## config.mk

```make
export PLATFORM = sky130hd
export DESIGN_NAME = hci_stream_slice
export DESIGN_NICKNAME = d
export VERILOG_FILES = /design/src/source/hci_stream_slice.sv
export SDC_FILE = /design/constraint.sdc
export NUM_CORES = 1
export LEC_CHECK = 0
export BUFFER_PORTS_ARGS = -buffer_cell sky130_fd_sc_hd__buf_2
export CORE_ASPECT_RATIO = 1.1
export CORE_MARGIN = 2
export CORE_UTILIZATION = 46
export CTS_BUF_LIST = sky130_fd_sc_hd__clkbuf_4
export DETAILED_ROUTE_END_ITERATION = 12
export GPL_TIMING_DRIVEN = 0
export HOLD_SLACK_MARGIN = 0.1
export PLACE_DENSITY = 0.82
export SLEW_MARGIN = 25
export SYNTH_ARGS = -nofsm -noshare
export SYNTH_HDL_FRONTEND = slang
export SYNTH_SLANG_ARGS = --single-unit
```

## constraint.sdc

```tcl
create_clock -name clk -period 1.2 [get_ports clk]
set_input_delay 0.12 -clock clk [delete_from_list [all_inputs] [get_ports clk]]
set_output_delay 0.12 -clock clk [all_outputs]
set_load 0.02 [all_outputs]
```

## src/source/hci_stream_slice.sv

```systemverilog
module hci_stream_slice #(
  parameter type T = logic [7:0]
) (
  input  logic clk,
  input  logic i_arst_n,
  input  logic i_valid,
  output logic o_ready,
  input  T     i_data,
  output logic o_valid,
  input  logic i_ready,
  output T     o_data
);

  T     skid_q;
  logic skid_valid_q;
  logic skid_nxt;
  logic in_fire;
  logic out_load;

  assign in_fire  = i_valid && o_ready;
  // Output register may take a new item when empty or when drained
  assign out_load = !o_valid || i_ready;
  assign skid_nxt = out_load ? 1'b0 : (skid_valid_q || in_fire);

  always_ff @(posedge clk or negedge i_arst_n) begin
    if (!i_arst_n) begin
      o_valid      <= 1'b0;
      o_ready      <= 1'b0;
      skid_valid_q <= 1'b0;
    end else begin
      skid_valid_q <= skid_nxt;
      o_ready      <= !skid_nxt;
      if (out_load) begin
        o_valid <= skid_valid_q || in_fire;
      end
    end
  end

  always_ff @(posedge clk) begin
    if (out_load) begin
      o_data <= skid_valid_q ? skid_q : i_data;
    end
    // Park the item that arrived while the output was stalled
    if (in_fire && !out_load) begin
      skid_q <= i_data;
    end
  end

  a_hold_stable: assert property (@(posedge clk) disable iff (!i_arst_n)
    o_valid && !i_ready |=> o_valid && $stable(o_data));

endmodule

```

* Yosys cells after proc, flatten, opt, wreduce, memory -nomap -nowiden *
Index checks and enable logic that the tools add are counted.

word-level totals
  register bits after elaboration = 19
  latch bits = 0
  memory bits (writable) = 0
  bits in read-only memories = 0
  input port bits = 12
  output and inout port bits = 10
  word-level logic and storage cells = 14
  memories = 0

cells by class
  add/subtract/negate cells = 0
  multipliers = 0
  divide/modulo/power cells = 0
  $lt $le $gt $ge = 0
  equal/unequal tests = 0
  shift-type cells = 0
  multiplexer cells = 2
  bitwise logic cells = 0
  reductions and logical operators = 7

operators by type and width
  kind               number
  8-bit 2-to-1 mux   1
  1-bit zero test    3
  1-bit logical AND  2
  1-bit logical OR   2
  1-bit 2-to-1 mux   1

* Logic depth before layout (Yosys ltp) *
  word-level depth = 4
  gate-level depth with buffers = 3
  mapped depth without buffers = 2

* Worst setup path after synthesis *
OpenSTA, ideal clock, no wires.

  path type = reg-to-reg
  from = register o_valid
  to = register skid_q[0] (netlist bit) (enable)
  library setup time = 0.370 ns
  arrival time = 1.017 ns
  required time = 0.830 ns
  slack = -0.187 ns
  stages on the path, launching flop included = 3
  buffers on the path = 0
  period minus slack after synthesis = 1.387 ns
  cells stage by stage = dfrtp_1 -> nand2b_4 -> nor2_1

on the way
  cells in the longest elaborated chain, start to end = 4

RTL lines
  item                    line  text
  start, declared         9     output logic o_valid,
  start signal, assigned  34    o_valid <= skid_valid_q || in_fire;
  1-bit zero test         22    assign out_load = !o_valid || i_ready;
  1-bit logical OR        22
  named net out_load      18    logic out_load;
  1-bit zero test         44    if (in_fire && !out_load) begin
  1-bit logical AND       44
  end signal, assigned    45    skid_q <= i_data;
  end, declared           14    T skid_q;

The timed path passes the listed nets, and every way through them passes these cells.
A chain may end at the register's enable or synchronous reset.

* Final worst setup path *
  from = register o_valid
  to = register skid_q[7] (netlist bit) (enable)

The elaborated chain is that of the path after synthesis.

==> impl_metrics.env <==
export IMPL_fin_ws_ns=0.0912
export IMPL_synth_edf_count=16
export IMPL_yosysTopAreaCell="edfxtp_1"
export IMPL_wl_per_cell_um=13.1
export IMPL_synth_ff_type="edfxtp_1"
export IMPL_drt_iter0_drc=2
export IMPL_power_mw=1.36
export IMPL_layout_nets=83
export IMPL_dp_slack_ns=0.0874
export IMPL_cts_buffers=3
export IMPL_crit_slowest_cell="dfrtp_1"
export IMPL_final_cell_area_sq_um=992
export IMPL_worst_slew_pin_slew_ns=0.241
export IMPL_period_needed_ns=1.11
export IMPL_row_count=15
export IMPL_worstSetupPathDepth=2
export IMPL_period_share_pct=92.4
export IMPL_dieWidth_um=42
export IMPL_nFillCells=108
export IMPL_fin_tns_setup_ns=0
export IMPL_placed_cells=73
export IMPL_start_kind="flop"
export IMPL_clock_latency_ns=0.29
export IMPL_overflow=0
export IMPL_port_buffers=21
export IMPL_grt_setup_unrepaired="false"
export IMPL_maxSlewViolCount=0
export IMPL_syn_inst=35
export IMPL_seq_area_frac_synth_pct=76.0
export IMPL_drv_cap=0
export IMPL_drtPass1Iterations=3
export IMPL_rrSetupSlack_ns=0.09
export IMPL_placed_cell_area_sq_um=865
export IMPL_cts_root_buf="clkbuf_4"
export IMPL_area_growth_pct=35.8
export IMPL_cp_cell_sequence="nand2b_4 -> nor2_4"
export IMPL_drtAntennaViolNets=0
export IMPL_cts_resized=0
export IMPL_core_area_sq_mm=0.00152
export IMPL_max_slew_margin_rel_pct=83.9
export IMPL_synth_top_cells_by_count="16 x edfxtp_1, 8 x mux2_4, 3 x dfrtp_1"
export IMPL_reg2reg_from="o_valid"
export IMPL_grt_antenna_before_repair=0
export IMPL_yosysMostFrequentCell="edfxtp_1"
export IMPL_syn_area_per_cell_sq_um=20.9
export IMPL_die_area_sq_mm=0.00192
export IMPL_status="complete, no violations"
export IMPL_yosysWarnings=0
export IMPL_vias_per_cell=4.71
export IMPL_cts_setup_buffers=0
export IMPL_clockBufferDepth=2
export IMPL_max_freq_mhz=902
export IMPL_synth_top_area_share_pct=65.8
export IMPL_crit_path_max_incr_delay_ns=0.40
export IMPL_antenna_cells=0
export IMPL_crit_type="reg -> reg"
export IMPL_dieHeight_um=45.8
export IMPL_grt_max_degree=13
export IMPL_power_frac_comb_pct=18.5
export IMPL_fin_cells=87
export IMPL_grt_pass1_vias=406
export IMPL_required_ns=1.18
export IMPL_synth_distinct_cells=9
export IMPL_p_seq_share_pct=58.9
export IMPL_cp_startpoint="o_valid"
export IMPL_place_gp_congestion=0.630
export IMPL_vdd_drop_max_mv=0.897
export IMPL_synthesis_nets=47
export IMPL_drc=0
export IMPL_clock_sinks=19
export IMPL_end_kind="flop"
export IMPL_boundaryPins=22
export IMPL_cp_endpoint="skid_q[7]"
export IMPL_finalHoldViolations=0
export IMPL_final_util_pct=65.3
export IMPL_clkPwrFrac_pct=22.6
export IMPL_r2r_cells=2
export IMPL_crit_family="flip-flops"
export IMPL_power_switching_uw=334
export IMPL_crit_fanout=12
export IMPL_skew_ns=0.00646
export IMPL_grt_pass1_wl_mm=1.77
export IMPL_use_met2_pct=23.4
export IMPL_start_util_pct=48.1
export IMPL_grt_util_met1_pct=14.8
export IMPL_routed_wl_mm=1.14
export IMPL_finalSetupViolations=0
export IMPL_drive_above_1_share_pct=52.9
export IMPL_r2r_end="skid_q[7]"
export IMPL_hold_class="in -> async"
export IMPL_grt_util_all_layers_pct=13.4
export IMPL_arrival_ns=1.09
export IMPL_synthArstFlopShare_pct=15.8
export IMPL_tritoncts="built"
export IMPL_syn_area_sq_um=731
export IMPL_synth_area_top_cells="edfxtp_1 66%, mux2_4 16%, dfrtp_1 10%"
export IMPL_vias=410
export IMPL_holdWs_ns=0.144
export IMPL_path_buf_inv=0
export IMPL_grt_busiest_layer="met2"
export IMPL_p_int_mw=1.03
export IMPL_cts_clk_slew_worst_paths_ns=0.10
export IMPL_p_per_area_mw_per_mm2=1370
export IMPL_synth_seq_cells=19
export IMPL_p_sw_share_pct=24.5
export IMPL_grtUsageMet3_pct=3.97
export IMPL_p_leak_nw=0.415
export IMPL_htreeDepth=1
registers in the layout (all words and copies together), names as in the netlist:
register      flops
o_valid           1
o_ready           1
o_data            8
skid_valid_q      1
skid_q            8
how the worst min path moves through the flow:
stage | start | end | slack (ns) | cells after the start
finish | i_arst_n | o_ready | 0.14 | 2
global placement | i_arst_n | o_valid | -0.08 | 1
CTS | i_arst_n | o_ready | 0.13 | 2
detailed placement | i_arst_n | o_valid | -0.08 | 1
floorplan | i_arst_n | o_ready | -0.18 | 0
global route | i_arst_n | o_ready | 0.13 | 2
cells in the final DEF, fill, tap and decap left out:
master | Yosys | routed
buf_2 | 0 | 21
edfxtp_1 | 16 | 16
dlygate4sd3_1 | 0 | 10
mux2_4 | 8 | 8
clkbuf_4 | 0 | 3
dfrtp_1 | 3 | 3
nand2_1 | 2 | 2
buf_6 | 1 | 1
nand2b_4 | 1 | 1
nor2_4 | 0 | 1
a21oi_2 | 1 | 1
nor2_1 | 2 | 1
or2_1 | 1 | 1
clkinv_2 | 0 | 1
worst reg2reg max path, delay by kind of cell (launching register included):
family           cells  cell delay [ns]
flip-flops           1             0.40
AND/OR/NAND/NOR      2             0.40
layer usage:
metal / vias to the layer above / wire [um]
li1: 201 / -
met1: 189 / 482
met2: 18 / 586
met3: 2 / 66
met4: 0 / 6
met5: - / 0
layout make-up:
cell class / instances / area, sq um / share of cell area [%]
buffer: 1 / 11.3 / 1.13
clock buffer: 3 / 22.5 / 2.27
clock inverter: 1 / 5.00 / 0.504
multi-input combinational: 15 / 171 / 17.3
sequential: 19 / 556 / 56.0
tap: 17 / 21.3 / 2.14
timing repair buffer: 31 / 205 / 20.7
cells by family after synthesis:
family                 Yosys count  synth area share (%)
and+or+nand+nor                  6                  4.80
muxes                            8                  16.4
buffers and inverters            1                  1.54
DFF                             19                  76.0
AOI/OAI and AO/OA                1                  1.20
power groups by stage:
stage	registers (mW)	clock network (mW)	logic, mW
6_report	0.804	0.309	0.252
5_1_grt	0.810	0.348	0.269
4_1_cts	0.804	0.318	0.253
3_5_place_dp	0.819	0	0.229
3_3_place_gp	0.817	0	0.223
2_1_floorplan	0.873	0	0.101
repair_timing:
| action | 4_1_cts | 5_1_grt |
|---|---|---|
| setup endpoints to repair | 0 | 0 |
| hold endpoints to repair | 13 | 0 |
| hold buffers | 10 | 0 |
Power figures use the tool's default switching activity.
