==> src/source/hci_pkg.sv <==
package hci_pkg;

  // Host command opcodes
  localparam logic [7:0] HCI_OP_NOP        = 8'h00;
  localparam logic [7:0] HCI_OP_DBG_BRK    = 8'h01;
  localparam logic [7:0] HCI_OP_DBG_RUN    = 8'h02;
  localparam logic [7:0] HCI_OP_QUERY_BRK  = 8'h03;
  localparam logic [7:0] HCI_OP_CPU_MEM_RD = 8'h04;
  localparam logic [7:0] HCI_OP_CPU_MEM_WR = 8'h05;
  localparam logic [7:0] HCI_OP_PPU_MEM_RD = 8'h08;
  localparam logic [7:0] HCI_OP_PPU_MEM_WR = 8'h09;

  localparam int HCI_STATUS_W = 4;
  localparam int HCI_MEM_AW   = 10;

  // One-hot status bits, OR-ed together in a status item
  localparam logic [HCI_STATUS_W-1:0] HCI_OS_OK         = 4'h1;
  localparam logic [HCI_STATUS_W-1:0] HCI_OS_ERROR      = 4'h2;
  localparam logic [HCI_STATUS_W-1:0] HCI_OS_UNKNOWN    = 4'h4;
  localparam logic [HCI_STATUS_W-1:0] HCI_OS_COUNT_ZERO = 4'h8;

  typedef struct packed {
    logic [7:0]  opcode;
    logic [15:0] address;
    logic [15:0] count;
  } hci_cmd_t;

  // Transfer job for one bus engine
  typedef struct packed {
    logic        write;
    logic [15:0] address;
    logic [15:0] count;
  } hci_job_t;

  // Data item carries a byte, status item closes the response
  typedef struct packed {
    logic                    is_status;
    logic [7:0]              data;
    logic [HCI_STATUS_W-1:0] status;
  } hci_rsp_t;

endpackage

==> src/source/hci_response_merge.sv <==
module hci_response_merge (
  input  logic              clk,
  input  logic              i_arst_n,
  input  logic              i_dec_valid,
  output logic              o_dec_ready,
  input  hci_pkg::hci_rsp_t i_dec_rsp,
  input  logic              i_cpu_valid,
  output logic              o_cpu_ready,
  input  hci_pkg::hci_rsp_t i_cpu_rsp,
  input  logic              i_ppu_valid,
  output logic              o_ppu_ready,
  input  hci_pkg::hci_rsp_t i_ppu_rsp,
  output logic              o_rsp_valid,
  input  logic              i_rsp_ready,
  output hci_pkg::hci_rsp_t o_rsp
);

  logic [2:0]        src_valid;
  hci_pkg::hci_rsp_t src_rsp [3];
  logic [1:0]        pri_sel;
  logic [1:0]        cur_sel;
  logic [1:0]        grant_q;
  logic              locked_q;
  logic              last_fire;

  assign src_valid  = {i_ppu_valid, i_cpu_valid, i_dec_valid};
  assign src_rsp[0] = i_dec_rsp;
  assign src_rsp[1] = i_cpu_rsp;
  assign src_rsp[2] = i_ppu_rsp;

  // Fixed priority: decoder, CPU, PPU
  always_comb begin
    if (i_dec_valid) begin
      pri_sel = 2'd0;
    end else if (i_cpu_valid) begin
      pri_sel = 2'd1;
    end else begin
      pri_sel = 2'd2;
    end
  end

  assign cur_sel     = locked_q ? grant_q : pri_sel;
  assign o_rsp_valid = src_valid[cur_sel];
  assign o_rsp       = src_rsp[cur_sel];
  assign o_dec_ready = i_rsp_ready && (cur_sel == 2'd0);
  assign o_cpu_ready = i_rsp_ready && (cur_sel == 2'd1);
  assign o_ppu_ready = i_rsp_ready && (cur_sel == 2'd2);
  assign last_fire   = o_rsp_valid && i_rsp_ready && o_rsp.is_status;

  // Lock as soon as an item is offered, release after its status
  always_ff @(posedge clk or negedge i_arst_n) begin
    if (!i_arst_n) begin
      locked_q <= 1'b0;
      grant_q  <= 2'd0;
    end else if (last_fire) begin
      locked_q <= 1'b0;
    end else if (o_rsp_valid) begin
      locked_q <= 1'b1;
      grant_q  <= cur_sel;
    end
  end

  a_grant_held: assert property (@(posedge clk) disable iff (!i_arst_n)
    o_rsp_valid && !last_fire |=> cur_sel == $past(cur_sel));

endmodule

==> config.mk <==
export PLATFORM = sky130hd
export DESIGN_NAME = hci_response_merge
export DESIGN_NICKNAME = d
export VERILOG_FILES = /design/src/source/hci_pkg.sv /design/src/source/hci_response_merge.sv
export SDC_FILE = /design/constraint.sdc
export NUM_CORES = 1
export LEC_CHECK = 0
export BUFFER_PORTS_ARGS = -buffer_cell sky130_fd_sc_hd__buf_2
export CAP_MARGIN = 0
export CORE_UTILIZATION = 34
export DETAILED_ROUTE_END_ITERATION = 16
export PLACE_DENSITY = 0.79
export SETUP_SLACK_MARGIN = 0.05
export SYNTH_ARGS = -nofsm -noshare
export SYNTH_HDL_FRONTEND = slang
export SYNTH_SLANG_ARGS = --single-unit
==> constraint.sdc <==
create_clock -name clk -period 2.3 [get_ports clk]
set_clock_uncertainty 0.05 [all_clocks]
set_input_delay 0.345 -clock clk [delete_from_list [all_inputs] [get_ports clk]]
set_output_delay 0.345 -clock clk [all_outputs]
set_load 0.02 [all_outputs]
# After elaboration in Yosys (flattened, before gate mapping)

Cells that the tools add are included.

Magnitude comparators: 2
Equal/unequal tests: 2
Muxes and demuxes: 10
Bitwise operators: 2
Reductions and logical operators: 8

Operator list:

| cell                 | number |
|---|---|
| $bmux W13 S2         | 1 |
| $mux W13             | 2 |
| $mux W2              | 3 |
| $logic_and A1 B1 Y1  | 5 |
| $ge A3 B3 Y1 const B | 1 |
| $lt A2 B3 Y1 const B | 1 |
| $mux W1              | 3 |
| $not A2 Y3           | 1 |
| $bmux W1 S2          | 1 |
| $eq A2 B1 Y1 const B | 1 |
| $eq A2 B2 Y1 const B | 1 |
| $logic_not A2 Y1     | 1 |
| $reduce_and A2 Y1    | 1 |
| $reduce_bool A2 Y1   | 1 |
| $not A1 Y1           | 1 |

Register bits: 3
Bits of input ports: 45
Word-level logic and storage cells: 26

# Logic depth before layout (Yosys ltp)

Depth after elaboration: 10
Mapped depth: 6

# Least setup slack after synthesis

OpenSTA, ideal clock, no wires.

Kind: reg2out
From: reg locked_q
To: out o_rsp[10] (netlist bit)
Arrival: 1.750 ns
Path slack: 0.155 ns
Stages on the path, launching flop included: 7
Cell sequence: dfrtp_1 > buf_6 > nor3_1 > a21oi_2 > buf_2 > mux2i_1 > o21ai_0

RTL lines:

| item                   | line                     | source |
|---|---|---|
| start, declared        | hci_response_merge.sv:23 | `logic locked_q;` |
| start signal, assigned | hci_response_merge.sv:53 | `locked_q <= 1'b0;` |
| start signal, assigned | hci_response_merge.sv:56 | `locked_q <= 1'b0;` |
| start signal, assigned | hci_response_merge.sv:58 | `locked_q <= 1'b1;` |
| end, declared          | hci_response_merge.sv:15 | `output hci_pkg::hci_rsp_t o_rsp` |

==> impl_metrics.toml <==
[grt]
grt-ovfl-total = 0
grtUsageTotal = 0.200
grt_first_pass_wirelength_um = 2900
grt_pass1_vias = 717
antenna_found_initial = 0
grt_max_degree = 18

[power]
p_per_area_mw_per_mm2 = 1250
p_leak_nw = 0.518
power_frac_comb = 0.825
power_frac_clock = 0.075
p_sw_w = 0.000640
ir_drop_v = 0.000700
p_seq_frac = 0.100
swShare = 0.529
cellInternalPower_w = 0.000569

[synth]
seq_area_frac_synth = 0.131
synth_area_leaders = "mux2i_1, dfrtp_1, o21ai_0"
yosys.area.top_type = "mux2i_1"
netlist_top_cells_count = "nand2_1, o21ai_0, mux2i_1"
synth.avg_cell_area_um2 = 7.44
yosysTopAreaCellShare = 0.245
syn_area_um2 = 573
ys_warn_count = 0
synth_edf_count = 0
ys.flop_type = "dfrtp_1"
synth_cell_types = 25
yosysMostFrequentCell = "nand2_1"
async_reset_ff_frac = 1.00
netlist_instances = 77
synth_nets = 122
ys_ff_latch = 3

[sta]
period_share = 0.923
setup_violations = 0
relSlewSlack = 0.621
max_freq_mhz = 471
rsz0062_at_grt = "false"
drv_slew = 0
final.setup.worst_slack_ns = 0.177
worstMarginPinSlew_ns = 0.563
hold_violations = 0
post-route-min-period_ns = 2.12

[setup_path]
rrSetupSlack_ns = 0.29
timing.rr.start = "locked_q$_DFFE_PN0P_"
worstPathRequired_ns = 1.90
crit_path_top_delay_cell = "dfrtp_2"
cp-startpoint = "locked_q$_DFFE_PN0P_"
crit_path_end_kind = "primary output"
crit_path_start_kind = "flop"
reg2reg_to = "grant_q[1]$_DFFE_PN0P_"
cp_max_fo = 15
rr_worst_depth = 5
cp.arrival_ns = 1.73
path_class = "flop to primary output"
max_stage_delay_ns = 0.45
crit_chain = "nor3_2 -> a21oi_4 -> buf_12 -> mux2i_1 -> o21ai_0 -> buf_2"

[cells_and_area]
drive_gt1_frac = 0.545
area_delta_synth_final_pct = 69.4
multi_input_area_um2 = 478
fin_nets = 189
n_antenna_cell = 0
register_area_um2 = 76.3
fill_cells = 146
final_core_util = 0.630

[route]
wl_per_cell_um = 11.8
drt-initial-drc-count = 10
vias = 814
vias_per_cell = 5.12
dr.pass1.iters = 4
remaining_drc_errors = 0
ant_nets = 0
wirelength_um = 1870

[worst_hold_path]
hold_class = "input port to async pin"

[clock_network]
cts_buffer_depth = 2
insertion_delay_ns = 0.23
cts-root-buf = "clkbuf_4"
cts_buffers = 3
cts_tree = "done"
htree_levels = 1
cts.sinks = 3
clk_pin_slew_ns = 0.04

[floorplanning]
die_w_um = 43.1
initial_core_util = 0.372
dieArea_mm2 = 0.00185
io_pins = 62
core_mm2 = 0.00154
fp.dieH_um = 43.1
row_count = 14

[placed_design]
port_buffers = 61
hpwlAfterDp_um = 1380
gp_congestion = 0.740
dp_slack_ns = -0.0206

[status]
status = "completed"

[job]
maxCapViolations = 0
-- area by class of cell --
cell class	instances	share of cell area
clock buffer	4	0.0271
multi-input combinational	67	0.492
sequential	3	0.0786
inverter	2	0.00773
tap	16	0.0206
timing repair buffer	67	0.374
-- what timing repair did --
item,CTS,global route
gates resized for setup,2,5
endpoints found under the hold margin,3,0
endpoints found under the setup margin,13,13
gates cloned,0,1
hold buffers,1,0
buffers inserted,1,1
-- worst max path at each step --
stage                     slack [ns]   endpoint  cells after the start
final                           0.18   o_rsp[4]                      6
after floorplan                 0.15  o_rsp[10]                      6
after CTS                       0.12   o_rsp[4]                      6
after global routing            0.05   o_rsp[5]                      6
after detailed placement       -0.02   o_rsp[4]                      7
after global placement          0.07   o_rsp[4]                      7
-- registers in the layout, summed over array words and instances (netlist names) --
signal    cells
grant_q       2
locked_q      1
-- worst max-delay path, delay by kind of cell, from the launching register on --
kind / cells / cell delay [ns]
AND/OR/NAND/NOR: 1 / 0.34
AO/OA/AOI/OAI: 2 / 0.23
buffers and inverters: 2 / 0.37
flip-flops: 1 / 0.45
multiplexers: 1 / 0.11
-- power groups by stage --
stage          sequential [W]  clock (W)  combinational, W
2_1_floorplan       0.0000860          0          0.000694
3_3_place_gp         0.000112          0          0.000899
3_5_place_dp         0.000114          0          0.000918
4_1_cts              0.000120  0.0000947          0.000973
5_1_grt              0.000126   0.000101           0.00108
6_report             0.000122  0.0000907          0.000997
-- metal layers --
layer	vias to the layer above	part of all wire	track usage
li1	412	-	-
met1	364	0.40	0.220
met2	38	0.54	0.394
met3	0	0.064	0.0340
met4	0	0	0.0364
met5	-	0	0
-- placed cells by master, fill, tap and decap left out, drive strengths merged, types with 2 or more instances in the layout --
master,instances
buf,66
nand2,18
a21oi,3
nor3,5
inv,2
dfrtp,3
o21ai,15
clkbuf,4
mux2i,14
-- metrics by stage --
stage	hold WS [ns]	power (W)	std cells	instance area, µm²	TNS [ns]
3_5_place_dp	0.0924	0.00103	151	885	-0.0376
5_1_grt	0.400	0.00130	159	971	0
3_3_place_gp	0.0914	0.00101	151	885	0
4_1_cts	0.378	0.00119	157	953	0
6_report	0.388	0.00121	159	971	0
2_1_floorplan	-0.000591	0.000780	77	573	0
-- cells by family after synthesis --
group | Yosys count | share of synthesized area
AND/OR/NAND/NOR | 28 | 0.234
multiplexers | 15 | 0.271
flip-flops | 3 | 0.131
AO/OA/AOI/OAI | 24 | 0.301
buffers and inverters | 7 | 0.0633
No activity file was read; power rests on OpenSTA's default activity.
