**src/source/hci_pkg.sv**
```systemverilog
package hci_pkg;

  // Host command opcodes
  localparam logic [7:0] HCI_OP_NOP        = 8'h00;
  localparam logic [7:0] HCI_OP_DBG_BRK    = 8'h01;
  localparam logic [7:0] HCI_OP_DBG_RUN    = 8'h02;
  localparam logic [7:0] HCI_OP_QUERY_BRK  = 8'h03;
  localparam logic [7:0] HCI_OP_CPU_MEM_RD = 8'h04;
  localparam logic [7:0] HCI_OP_CPU_MEM_WR = 8'h05;
  localparam logic [7:0] HCI_OP_PPU_MEM_RD = 8'h08;
  localparam logic [7:0] HCI_OP_PPU_MEM_WR = 8'h09;

  localparam int HCI_STATUS_W = 4;
  localparam int HCI_MEM_AW   = 10;

  // One-hot status bits, OR-ed together in a status item
  localparam logic [HCI_STATUS_W-1:0] HCI_OS_OK         = 4'h1;
  localparam logic [HCI_STATUS_W-1:0] HCI_OS_ERROR      = 4'h2;
  localparam logic [HCI_STATUS_W-1:0] HCI_OS_UNKNOWN    = 4'h4;
  localparam logic [HCI_STATUS_W-1:0] HCI_OS_COUNT_ZERO = 4'h8;

  typedef struct packed {
    logic [7:0]  opcode;
    logic [15:0] address;
    logic [15:0] count;
  } hci_cmd_t;

  // Transfer job for one bus engine
  typedef struct packed {
    logic        write;
    logic [15:0] address;
    logic [15:0] count;
  } hci_job_t;

  // Data item carries a byte, status item closes the response
  typedef struct packed {
    logic                    is_status;
    logic [7:0]              data;
    logic [HCI_STATUS_W-1:0] status;
  } hci_rsp_t;

endpackage

```
**src/source/hci_bus_engine.sv**
```systemverilog
module hci_bus_engine (
  input  logic                           clk,
  input  logic                           i_arst_n,
  input  logic                           i_job_valid,
  output logic                           o_job_ready,
  input  hci_pkg::hci_job_t              i_job,
  output logic                           o_busy,
  input  logic                           i_wdata_valid,
  output logic                           o_wdata_ready,
  input  logic [7:0]                     i_wdata,
  output logic                           o_mem_we,
  output logic [hci_pkg::HCI_MEM_AW-1:0] o_mem_addr,
  output logic [7:0]                     o_mem_wdata,
  input  logic [7:0]                     i_mem_rdata,
  output logic                           o_rsp_valid,
  input  logic                           i_rsp_ready,
  output hci_pkg::hci_rsp_t              o_rsp
);

  typedef enum logic [2:0] {
    S_IDLE,
    S_RD_ADDR,
    S_RD_SEND,
    S_WR,
    S_STATUS
  } state_t;

  state_t                           state_q;
  logic [hci_pkg::HCI_MEM_AW-1:0]   addr_q;
  logic [15:0]                      count_q;
  logic [7:0]                       wdata_q;
  logic                             we_q;
  logic                             job_fire;
  logic                             rsp_fire;
  logic                             byte_fire;
  logic                             wr_fire;

  assign job_fire  = i_job_valid && o_job_ready;
  assign rsp_fire  = o_rsp_valid && i_rsp_ready;
  assign byte_fire = rsp_fire && (state_q == S_RD_SEND);
  assign wr_fire   = i_wdata_valid && o_wdata_ready;

  always_ff @(posedge clk or negedge i_arst_n) begin
    if (!i_arst_n) begin
      state_q <= S_IDLE;
      we_q    <= 1'b0;
    end else begin
      we_q <= wr_fire;
      case (state_q)
        S_IDLE: begin
          if (job_fire) begin
            if (i_job.count == 16'd0) begin
              state_q <= S_STATUS;
            end else begin
              state_q <= i_job.write ? S_WR : S_RD_ADDR;
            end
          end
        end
        // RAM samples addr_q here, byte shows up in S_RD_SEND
        S_RD_ADDR: state_q <= S_RD_SEND;
        S_RD_SEND: begin
          if (byte_fire) begin
            state_q <= (count_q == 16'd1) ? S_STATUS : S_RD_ADDR;
          end
        end
        S_WR: begin
          if (wr_fire && count_q == 16'd1) begin
            state_q <= S_STATUS;
          end
        end
        S_STATUS: begin
          if (rsp_fire) begin
            state_q <= S_IDLE;
          end
        end
        default: state_q <= S_IDLE;
      endcase
    end
  end

  // Address wraps at the RAM size
  always_ff @(posedge clk) begin
    if (job_fire) begin
      addr_q  <= i_job.address[hci_pkg::HCI_MEM_AW-1:0];
      count_q <= i_job.count;
    end else begin
      if (byte_fire || we_q) begin
        addr_q <= addr_q + 1'b1;
      end
      if (byte_fire || wr_fire) begin
        count_q <= count_q - 16'd1;
      end
    end
    if (wr_fire) begin
      wdata_q <= i_wdata;
    end
  end

  assign o_job_ready   = (state_q == S_IDLE);
  assign o_busy        = (state_q != S_IDLE);
  assign o_wdata_ready = (state_q == S_WR);

  // Write lands one cycle after the byte is taken
  assign o_mem_we    = we_q;
  assign o_mem_addr  = addr_q;
  assign o_mem_wdata = wdata_q;

  // RAM output holds while addr_q is unchanged
  assign o_rsp_valid     = (state_q == S_RD_SEND) || (state_q == S_STATUS);
  assign o_rsp.is_status = (state_q == S_STATUS);
  assign o_rsp.data      = i_mem_rdata;
  assign o_rsp.status    = (state_q == S_STATUS) ? hci_pkg::HCI_OS_OK : '0;

  a_no_job_when_busy: assert property (@(posedge clk) disable iff (!i_arst_n)
    o_busy |-> !i_job_valid);

endmodule

```
**config.mk**
```make
export PLATFORM = sky130hd
export DESIGN_NAME = hci_bus_engine
export DESIGN_NICKNAME = d
export VERILOG_FILES = /design/src/source/hci_pkg.sv /design/src/source/hci_bus_engine.sv
export SDC_FILE = /design/constraint.sdc
export NUM_CORES = 1
export LEC_CHECK = 0
export ABC_AREA = 1
export BUFFER_PORTS_ARGS = -buffer_cell sky130_fd_sc_hd__buf_2
export CAP_MARGIN = 20
export CORE_MARGIN = 4
export CORE_UTILIZATION = 35
export DETAILED_ROUTE_END_ITERATION = 10
export PLACE_DENSITY_LB_ADDON = 0.2
export SYNTH_ARGS = -nofsm -noshare
export SYNTH_HDL_FRONTEND = slang
export SYNTH_SLANG_ARGS = --single-unit
```
**constraint.sdc**
```tcl
create_clock -name clk -period 2.4 [get_ports clk]
set_input_delay 0.36 -clock clk [delete_from_list [all_inputs] [get_ports clk]]
set_output_delay 0.36 -clock clk [all_outputs]
set_load 0.05 [all_outputs]
```
# After elaboration in Yosys (flattened, before gate mapping)
# Index checks and enable logic that the tools add are counted.
[totals]
reg_bits = 38
output_inout_bits = 36
word_cells = 43
[op_classes]
add_sub_neg = 2
n_eq_ne = 9
mux = 13
reduce_logical = 14
[op_table]
columns = ["op", "n"]
rows = [
  ["2-to-1 mux 16 bit", 2],
  ["2-to-1 mux 10 bit", 2],
  ["2-to-1 mux 3 bit", 6],
  ["equality test 16 x 1 -> 1 bit (second input constant)", 1],
  ["zero test 16 bit", 1],
  ["subtractor 16 x 1 -> 16 bit (second input constant)", 1],
  ["one-hot mux 3 bit (5 select lines)", 1],
  ["adder 10 x 1 -> 10 bit (second input constant)", 1],
  ["equality test 3 x 2 -> 1 bit (second input constant)", 2],
  ["inequality test 2 x 1 -> 1 bit (second input constant)", 3],
  ["logical AND 1 bit", 5],
  ["AND reduction 4 bit", 1],
  ["nonzero test 2 bit", 2],
  ["equality test 3 x 1 -> 1 bit (second input constant)", 1],
  ["equality test 3 bit (second input constant)", 1],
  ["zero test 3 bit", 1],
  ["logical OR 1 bit", 3],
  ["nonzero test 3 bit", 1],
  ["2-to-1 mux 2 bit", 1],
  ["inequality test 2 bit (second input constant)", 1],
  ["2-to-1 mux 1 bit", 1],
]

# Depth between registers and ports, before layout
# Gate-level depths: netlist of the first run.
[logic_depth]
word_depth = 7
mapped_depth = 11

# Least setup slack after synthesis of the first run
# OpenSTA, ideal clock, no wires.
[synth_timing]
path_type = "flip-flop to flip-flop"
start = "register state_q[1]"
end = "register count_q[0], enable pin"
setup_ns = 0.375
arrival_time_ns = 1.580
required_ns = 2.025
setup_slack_ns = 0.444
stages_incl_launch_ff = 5
synth_period_minus_slack_ns = 1.956
cell_sequence = "dfrtp_1 inv_2 nor3_4 nand2_1 nand3_1"
[synth_between]
word_cells_on_any_way = 11
cone_classes = "eq/ne (3); reduce/logical (8)"
[synth_lines]
columns = ["element", "line", "rtl"]
rows = [
  ["start: declaration", "hci_bus_engine.sv:28", "state_t state_q;"],
  ["start signal: assignment", "hci_bus_engine.sv:55", "state_q <= i_job.write ? S_WR : S_RD_ADDR;"],
  ["start signal: assignment", "hci_bus_engine.sv:63", "state_q <= (count_q == 16'd1) ? S_STATUS : S_RD_ADDR;"],
  ["equality test 3 x 2 -> 1 bit", "hci_bus_engine.sv:101", "assign o_wdata_ready = (state_q == S_WR);"],
  ["net o_wdata_ready", "hci_bus_engine.sv:9", "output logic o_wdata_ready,"],
  ["logical AND 1 bit", "hci_bus_engine.sv:41", "assign wr_fire = i_wdata_valid && o_wdata_ready;"],
  ["logical OR 1 bit", "hci_bus_engine.sv:90", "if (byte_fire || wr_fire) begin"],
  ["nonzero test 2 bit (no source line)", "n/a", ""],
  ["end signal: assignment", "hci_bus_engine.sv:85", "count_q <= i_job.count;"],
  ["end signal: assignment", "hci_bus_engine.sv:91", "count_q <= count_q - 16'd1;"],
  ["end: declaration", "hci_bus_engine.sv:30", "logic [15:0] count_q;"],
]
# The timed path passes the listed nets, and every way through them passes these cells.
# A chain may end at the register's enable or synchronous reset.

# Final worst setup path of the first run
[layout_timing]
start = "register state_q[2]"
end = "register addr_q, in the netlist o_mem_addr[8], enable pin"
[layout_between]
elab_chain_cells = 6
word_cells_on_any_way = 9
cone_classes = "eq/ne (2); reduce/logical (7)"
[layout_rtl]
columns = ["element", "line", "rtl"]
rows = [
  ["equality test 3 x 2 -> 1 bit / equality test 3 bit (equally long branches)", "hci_bus_engine.sv:40, hci_bus_engine.sv:109", ""],
  ["logical OR 1 bit", "hci_bus_engine.sv:109", "assign o_rsp_valid = (state_q == S_RD_SEND) || (state_q == S_STATUS);"],
  ["logical AND 1 bit", "hci_bus_engine.sv:39", "assign rsp_fire = o_rsp_valid && i_rsp_ready;"],
  ["logical AND 1 bit", "hci_bus_engine.sv:40", "assign byte_fire = rsp_fire && (state_q == S_RD_SEND);"],
  ["logical OR 1 bit", "hci_bus_engine.sv:87", "if (byte_fire || we_q) begin"],
  ["nonzero test 2 bit (no source line) (*)", "n/a", ""],
  ["end signal: assignment", "hci_bus_engine.sv:84", "addr_q <= i_job.address[hci_pkg::HCI_MEM_AW-1:0];"],
  ["end signal: assignment", "hci_bus_engine.sv:88", "addr_q <= addr_q + 1'b1;"],
  ["end: declaration", "hci_bus_engine.sv:29", "logic [hci_pkg::HCI_MEM_AW-1:0] addr_q;"],
]
# Mark *: on every way between the ends. The rest lies on a longest branch, timed or not.

==> results of run 1 <==
==> cell usage in the layout, fill, tap and decap left out, types with 2 or more instances in the layout <==
master     synthesis  layout
nand2_2            5       5
nor2_4             5       5
xor2_1             7       7
nor2_2             3       3
ha_1               3       3
conb_1             1       3
xnor2_1            7       7
nand3b_1           4       4
dfrtp_1            4       4
buf_4             12       2
inv_2              5       5
nand2_1           90      90
a31oi_1            3       3
inv_1             22      22
nand3_1           12      12
nand3_2            2       2
buf_2              0      64
edfxtp_1          34      34
nor2_1            38      38
clkbuf_8           0       6
bufinv_16          0       2
o21ai_2           14      14
nand4_1            2       2
==> critical path, delay by kind of cell (launching register included) <==
kind | cells | cell delay, ps
buffers and inverters | 2 | 310
and+or+nand+nor | 3 | 600
DFF | 1 | 460
==> path summary, 6_finish.rpt <==
kind	start	endpoint	slack [ps]	cells after the start
min in group asynchronous	i_arst_n	state_q[2]	390	2
worst max register to register	state_q[2]	o_mem_addr[8]	610	5
worst min register to register	state_q[1]	state_q[1]	590	2
max in group asynchronous	i_arst_n	o_mem_we	1890	2
worst min-delay path	i_wdata[2]	o_mem_wdata[2]	240	1
worst max-delay path	state_q[2]	o_mem_addr[8]	610	5
==> logic make-up (layout without fill, tap and decap cells) <==
group,count (synthesis),in the layout,share of synthesized area [%]
buffers and inverters,44,102,11.2
adders and majority gates,3,3,1.52
DFF,38,38,45.3
AOI/OAI and AO/OA,20,20,6.87
other,1,3,0.151
xor gates and xnor gates,14,14,4.95
and+or+nand+nor,164,164,30.0
==> what timing repair did <==
action,in CTS,in global routing
hold buffers,1,0
endpoints found under the hold margin,4,0
buffers inserted,0,0
==> power groups by stage <==
stage,clock network (W),registers [W],logic (W)
detailed placement,0,0.00148,0.00218
global route,0.000726,0.00151,0.00240
floorplan,0,0.00179,0.00151
global placement,0,0.00147,0.00215
CTS,0.000698,0.00146,0.00219
finish,0.000684,0.00145,0.00215
==> flip-flops by register name, summed over array words and instances (netlist names) <==
signal / flops
count_q: 16
o_mem_addr: 10
state_q: 3
o_mem_we: 1
o_mem_wdata: 8
==> routing by layer <==
metal,global-route usage [%],vias up
li1,-,1012
met1,16.9,836
met2,19.8,60
met3,4.10,5
met4,3.59,0
met5,0,-
==> layout make-up <==
| type | instances | area share, % |
|---|---|---|
| inverters | 27 | 3.48 |
| well taps | 96 | 4.12 |
| repair buffers | 67 | 11.8 |
| clock inverters | 2 | 2.06 |
| multi-input cells | 204 | 37.2 |
| clock buffers | 6 | 2.83 |
| flip-flops and latches | 38 | 38.5 |
==> per-stage QoR <==
stage / std cells / util (%) / hold WS [ps] / power (W) / setup WS (ps)
after floorplan: 286 / - / 64.4 / 0.00331 / 444
after global placement: 431 / 40.4 / 170 / 0.00362 / 626
after detailed placement: 431 / 40.4 / 172 / 0.00365 / 579
after CTS: 440 / 42.7 / 228 / 0.00435 / 569
after global routing: 440 / 42.7 / 225 / 0.00464 / 430
final: 440 / 42.7 / 239 / 0.00429 / 609
==> results.tsv, run 1 <==
metric	value	unit
place.port_buffers	64	
cap_violations	0	
setup_viol	0	
tightest_slew	584	ps
syn_area	0.00248	mm^2
areaGrowthSynthToFinish	17.7	%
worstPathRequired	2280	ps
core-area	0.00683	mm^2
slew_viol_final	0	
grt_pass1_wl	8620	um
cts_max_level	2	
arrival	1670	ps
antenna_cells	0	
yosys-top-cells-count	nand2_1 (90), nor2_1 (38), edfxtp_1 (34), inv_1 (22), o21ai_2 (14)	
skew	8.29	ps
leakage	1.29	nW
synth_top_cell_by_area	edfxtp_1	
die_x	92.1	um
fp-row-count	30	
power_density	1470	mW/mm^2
synthArstFlopShare	10.5	%
drive_gt1_share	32.8	%
wirelength	5210	um
multi_input_area	0.00108	mm^2
hpwl	4070	um
clk_pin_slew_worst_paths	80	ps
worstSkewPairLatency	300	ps
max_freq	558	MHz
avgRoutedWirePerCell	11.8	um
worst_ir_drop_vdd	1020	uV
drtPass1Iterations	4	
vias	1913	
finalCritPeriodShare	74.6	%
final_net_count	400	
overflow	0	
gp_congestion	0.881	
avgSynthCellArea	8.72	um^2
syn_inst	284	
first_iter_violations	54	
yosysSeqAreaShare	45.3	%
track_usage	12.7	%
clk_path_buf_depth	2	
grt_max_degree	38	
switching_share	46.9	%
synth-edff-count	34	
internal_power	0.00228	W
final-hold-violation-count	0	
tns	0	ps
root_buffer	clkbuf_8	
numCtsBuffers	5	
period_needed	1790	ps
antenna_found_initial	0	
wl_met3	367	um
seq_power_share	33.8	%
postPlaceCellArea	0.00276	mm^2
post_cts_resized	0	
synth_most_common_cell	nand2_1	
netlist.area_leader.share	41.2	%
rsz0062_at_grt	false	
status	completed	
dieArea	0.00848	mm^2
cp_slowest_stage_delay	470	ps
synth-seq-cells	38	
drc_errors	0	
synth_warnings	0	
cp_common_cell	inv_2	
switchingPower	0.00201	W
synth_cell_type_count	29	
first_global_vias	1936	
clkSinkCount	38	
combinationalPowerShare	50.2	%
clkPwrFrac	15.9	%
cts_tree	built	
design_area	0.00292	mm^2
start_util	36.2	%
cp-start-kind	flip-flop	
highest_layer	met4	
hold_path.class	in2reg	
wl_met1	2530	um
vias_per_cell	4.35	
worstPathMaxFanout	17	
path_class	reg2reg	
fillCellCount	722	
slew_headroom	60.9	%
die_h	92.1	um
synthTopCellsByArea	edfxtp_1 (41%), nand2_1 (14%), nor2_1 (5.8%), o21ai_2 (5.0%), dfrtp_1 (4.0%)	
cp_slowest_cell	nand3b_1	
cp_cell_sequence	inv_2, nand2_4, nor2_4, inv_2, nand3b_1	
end_kind	flip-flop	
ios	90	
met2_length	2270	um
synth-main-ff-cell	edfxtp_1	
ant_nets	0	
regArea	0.00112	mm^2
Note: power is estimated with default switching activity, not from simulation.
==> run 2, diff against run 1 <==
==> constraint.sdc (replaced) <==
create_clock -name clk -period 1.6 [get_ports clk]
set_input_delay 0.24 -clock clk [delete_from_list [all_inputs] [get_ports clk]]
set_output_delay 0.24 -clock clk [all_outputs]
set_load 0.05 [all_outputs]
==> results.tsv, run 2 (same netlist as run 1, synthesis figures left out) <==
metric	value	unit	change
worstSkewPairLatency	290	ps	about the same
layout_common_cells	nand2_1 (89), buf_2 (59), edfxtp_1 (34), nor2_1 (33), inv_1 (19)		
cp-start-kind	flip-flop		
ios	90		unchanged
hold_path.class	in2reg		
design_area	0.00308	mm^2	+5.5%
wirelength	5370	um	+2.9%
path_class	reg2out		
grt_max_degree	26		-32%
layout_setup_ws	73.1	ps	-536 ps
clkSinkCount	38		unchanged
ant_nets	0		unchanged
final_util	45.0	%	+2.4 points
drive_gt1_share	38.1	%	+5.3 points
crit_family	flip-flops		
first_global_vias	1873		-3.3%
avgRoutedWirePerCell	11.9	um	+0.65%
dieArea	0.00848	mm^2	unchanged
place.port_buffers	64		unchanged
largest_register_ffs	16		unchanged
vias	1962		+2.6%
cp_slowest_cell	dfrtp_1		
start_util	36.2	%	unchanged
cap_violations	0		unchanged
drc_errors	0		unchanged
arrival	1290	ps	-380 ps
antenna_cells	0		unchanged
final_common_cell	nand2_1		
grt_pass1_wl	8590	um	-0.32%
cts_tree	built		
rsz0062_at_grt	false		
final-hold-violation-count	0		unchanged
worst_ir_drop_vdd	1010	uV	-1.4%
final_net_count	410		+2.5%
areaGrowthSynthToFinish	24.3	%	
hpwl	4190	um	+2.9%
regMostFlops	count_q		
cp_slowest_stage_delay	440	ps	-30 ps
worstPathMaxFanout	5		-12
end_kind	output pin		
setup_viol	0		unchanged
root_buffer	clkbuf_8		
postPlaceCellArea	0.00286	mm^2	+3.4%
gp_congestion	0.866		-1.8%
status	completed		
die_h	92.1	um	unchanged
numCtsBuffers	5		unchanged
first_iter_violations	81		+50%
clk_path_buf_depth	2		unchanged
clk_pin_slew_worst_paths	80	ps	about the same
max_freq	655	MHz	
finalCritPeriodShare	95.4	%	
power_density	2200	mW/mm^2	+50%
worstPathRequired	1360	ps	-920 ps
fp-row-count	30		unchanged
track_usage	12.8	%	+0.095 points
tns	0	ps	unchanged
slew_viol_final	0		unchanged
dp_slack	49.7	ps	-529 ps
core-area	0.00683	mm^2	unchanged
cp_cell_sequence	nor2_4, nand2_4, inv_2, clkbuf_4		
die_x	92.1	um	unchanged
skew	2.56	ps	-5.74 ps
leakage	1.34	nW	+4.3%
drtPass1Iterations	4		unchanged
path_buf_inv	2		unchanged
period_needed	1530	ps	
overflow	0		unchanged
cts_max_level	2		unchanged
vias_per_cell	4.36		+0.28%
antenna_found_initial	0		unchanged
==> run 2: metal layers <==
metal,routed length (um),global-route usage (%),up-vias
li1,-,-,1039
met1,2320,15.7,871
met2,2670,22.1,45
met3,283,2.79,7
met4,85,4.58,0
met5,0,0,-
==> run 2: stage by stage <==
stage / cells / hold WS [ps] / power [W]
6_report: 450 / 118 / 0.00678
5_1_grt: 450 / 95.3 / 0.00729
4_1_cts: 446 / 108 / 0.00672
3_5_place_dp: 437 / 52.2 / 0.00569
3_3_place_gp: 437 / 52.7 / 0.00563
2_1_floorplan: 286 / -55.6 / 0.00500
==> run 2: worst register-to-register path: stages (launching register included) <==
cell      delay, ps
dfrtp_1         440
nor2_4          150
nand2_4          80
nor2_4          160
inv_4           110
nand3b_1        150
buf_12          140
==> run 2: worst paths after layout <==
check	startpoint	end	slack [ps]	cells past startpoint
max	state_q[1]	o_job_ready	70	4
min	i_wdata[2]	o_mem_wdata[2]	120	1
max reg2reg	state_q[1]	o_mem_addr[6]	90	6
min reg2reg	state_q[1]	state_q[1]	590	2
max in group asynchronous	i_arst_n	state_q[1]	1200	2
min in group asynchronous	i_arst_n	state_q[0]	280	2
==> run 2: area by class of cell <==
type / count / area (um^2)
clock inverter: 3 / 68.8
multi-input combinational: 204 / 1120
clock buffer: 5 / 68.8
timing repair buffer: 77 / 469
sequential: 38 / 1120
inverter: 27 / 106
fill: 713 / 3750
tap: 96 / 120
==> run 2: where the power goes <==
part	internal, W	switching (W)	total, W	leakage [nW]
combinational	0.00123	0.00237	0.00360	0.903
clock	0.000625	0.000380	0.00101	0.0683
sequential	0.00179	0.000376	0.00217	0.372
==> run 2: timing repair <==
item	4_1_cts	5_1_grt
pin swaps	0	2
endpoints found under the hold margin	4	0
hold buffers	1	0
resized for setup	1	19
setup endpoints to repair	1	41
setup buffers	0	4
==> run 3, diff against run 2 <==
--- a/config.mk
+++ b/config.mk
@@ -8,7 +8,6 @@
 export ABC_AREA = 1
 export BUFFER_PORTS_ARGS = -buffer_cell sky130_fd_sc_hd__buf_2
 export CAP_MARGIN = 20
-export CORE_MARGIN = 4
 export CORE_UTILIZATION = 35
 export DETAILED_ROUTE_END_ITERATION = 10
 export PLACE_DENSITY_LB_ADDON = 0.2
==> results.tsv, run 3 (same netlist as run 1, synthesis figures left out) <==
metric	value	unit	change
status	completed		
cts_setup_buffers	0		unchanged
avgRoutedWirePerCell	11.5	um	-3.8%
antenna_found_initial	0		unchanged
fillCellCount	728		+2.1%
period_needed	1530	ps	+3.10 ps
cp-start-kind	flip-flop		
cts_max_level	2		unchanged
first_global_vias	1872		-0.053%
largest_register_ffs	16		unchanged
finalCritPeriodShare	95.6	%	+0.19 points
worstPathRequired	1360	ps	about the same
leakage	1.32	nW	-1.9%
hpwl	3970	um	-5.3%
path_class	reg2out		
antenna_cells	0		unchanged
wirelength	5120	um	-4.7%
arrival	1290	ps	about the same
setup_viol	0		unchanged
path_buf_inv	2		unchanged
root_buffer	clkbuf_8		
ant_nets	0		unchanged
grt_pass1_wl	8340	um	-2.9%
end_kind	output pin		
die_x	86.1	um	-6.5%
die_h	86.1	um	-6.5%
cp_cell_sequence	nor2_4, nand2_1, inv_1, clkbuf_4		
final_common_cell	nand2_1		
rsz0062_at_grt	true		
cp_slowest_stage_delay	430	ps	about the same
worstPathMaxFanout	3		-2
vias_per_cell	4.36		about the same
clk_path_buf_depth	2		unchanged
cp_slowest_cell	dfrtp_1		
layout_common_cells	nand2_1 (89), buf_2 (59), nor2_1 (35), edfxtp_1 (34), inv_1 (20)		
grt_max_degree	26		unchanged
final_net_count	406		-0.98%
power_density	2200	mW/mm^2	-0.28%
cap_violations	0		unchanged
slew_viol_final	0		unchanged
drc_errors	0		unchanged
dieArea	0.00741	mm^2	-13%
hold_path.class	in2reg		
worstSkewPairLatency	290	ps	about the same
drtPass1Iterations	4		unchanged
drive_gt1_share	36.9	%	-1.3 points
skew	5.14	ps	+2.58 ps
place.port_buffers	64		unchanged
gp_congestion	0.875		+1.1%
ios	90		unchanged
first_iter_violations	73		-9.9%
finalPower	0.00663	W	-2.2%
numCtsBuffers	5		unchanged
areaGrowthSynthToFinish	21.8	%	
crit_family	flip-flops		
vias	1944		-0.92%
start_util	36.2	%	unchanged
regMostFlops	count_q		
clk_pin_slew_worst_paths	80	ps	about the same
track_usage	14.6	%	+1.8 points
max_freq	654	MHz	-0.20%
clkSinkCount	38		unchanged
cts_tree	built		
core-area	0.00683	mm^2	unchanged
fp-row-count	30		unchanged
tns	0	ps	unchanged
overflow	0		unchanged
final-hold-violation-count	0		unchanged
worst_ir_drop_vdd	1030	uV	+2.1%
-- run 3: cell count changes in the layout (fill, tap and decap cells not counted), moves of 2 or more --
cell and delta:
nor2_2 -2, buf_6 -3, buf_4 -2, nor2_1 +2
clkbuf_4 +2
-- run 3: final timing paths --
path | from | end | slack, ps | cells past startpoint
max in group asynchronous | i_arst_n | state_q[0] | 1180 | 2
min reg2reg | state_q[1] | state_q[1] | 590 | 2
max | state_q[1] | o_rsp[12] | 70 | 4
max reg2reg | count_q[2] | count_q[13] | 80 | 7
min in group asynchronous | i_arst_n | state_q[1] | 290 | 2
min | i_wdata[5] | o_mem_wdata[5] | 120 | 1
-- run 3: through the flow --
| step | utilization [%] | cells | cell area (um^2) | setup slack [ps] | hold WS [ps] |
|---|---|---|---|---|---|
| final | 44.2 | 446 | 3020 | 70.0 | 120 |
| after global routing | 44.2 | 446 | 3020 | -19.2 | 106 |
| after CTS | 43.8 | 446 | 2990 | 10.5 | 106 |
| after detailed placement | 41.6 | 437 | 2840 | 68.0 | 50.5 |
| after global placement | 41.6 | 437 | 2840 | 87.6 | 48.1 |
| after floorplan | - | 286 | 2510 | -160 | -55.6 |
-- run 3: repair_timing --
item | 4_1_cts | 5_1_grt
gates resized for setup | 0 | 12
hold buffers | 1 | 0
hold endpoints to repair | 4 | 0
setup endpoints to repair | 0 | 11
-- run 3: routing by layer --
metal  vias to the layer above  GRT usage [%]  part of all wire [%]
met3                        12           2.98                   3.9
met2                        45           24.7                    48
met4                         0           6.06                   2.4
met1                       857           18.0                    45
li1                       1030              -                     -
met5                         -              0                     0
-- run 3: where the power goes --
group	total (W)	leakage, nW	internal [W]	switching, W
registers	0.00218	0.371	0.00179	0.000382
clock network	0.000987	0.0683	0.000625	0.000362
logic	0.00346	0.879	0.00113	0.00233
-- run 3: worst reg2reg max path: stages (launching register included) --
cell      delay (ps)
edfxtp_1         450
nor2_1           120
nand2_1          130
nor2_1           230
nand2_1          120
xnor2_1          130
nand2_1           60
nand2_1           40
-- run 3: layout make-up --
| cell class | instances | area [um^2] | share of cell area [%] |
|---|---|---|---|
| clock buffers | 5 | 68.8 | 2.28 |
| multi-input cells | 204 | 1120 | 37.0 |
| inverters | 27 | 104 | 3.44 |
| clock inverters | 3 | 68.8 | 2.28 |
| flip-flops and latches | 38 | 1120 | 37.2 |
| well taps | 96 | 120 | 3.98 |
| repair buffers | 73 | 415 | 13.8 |
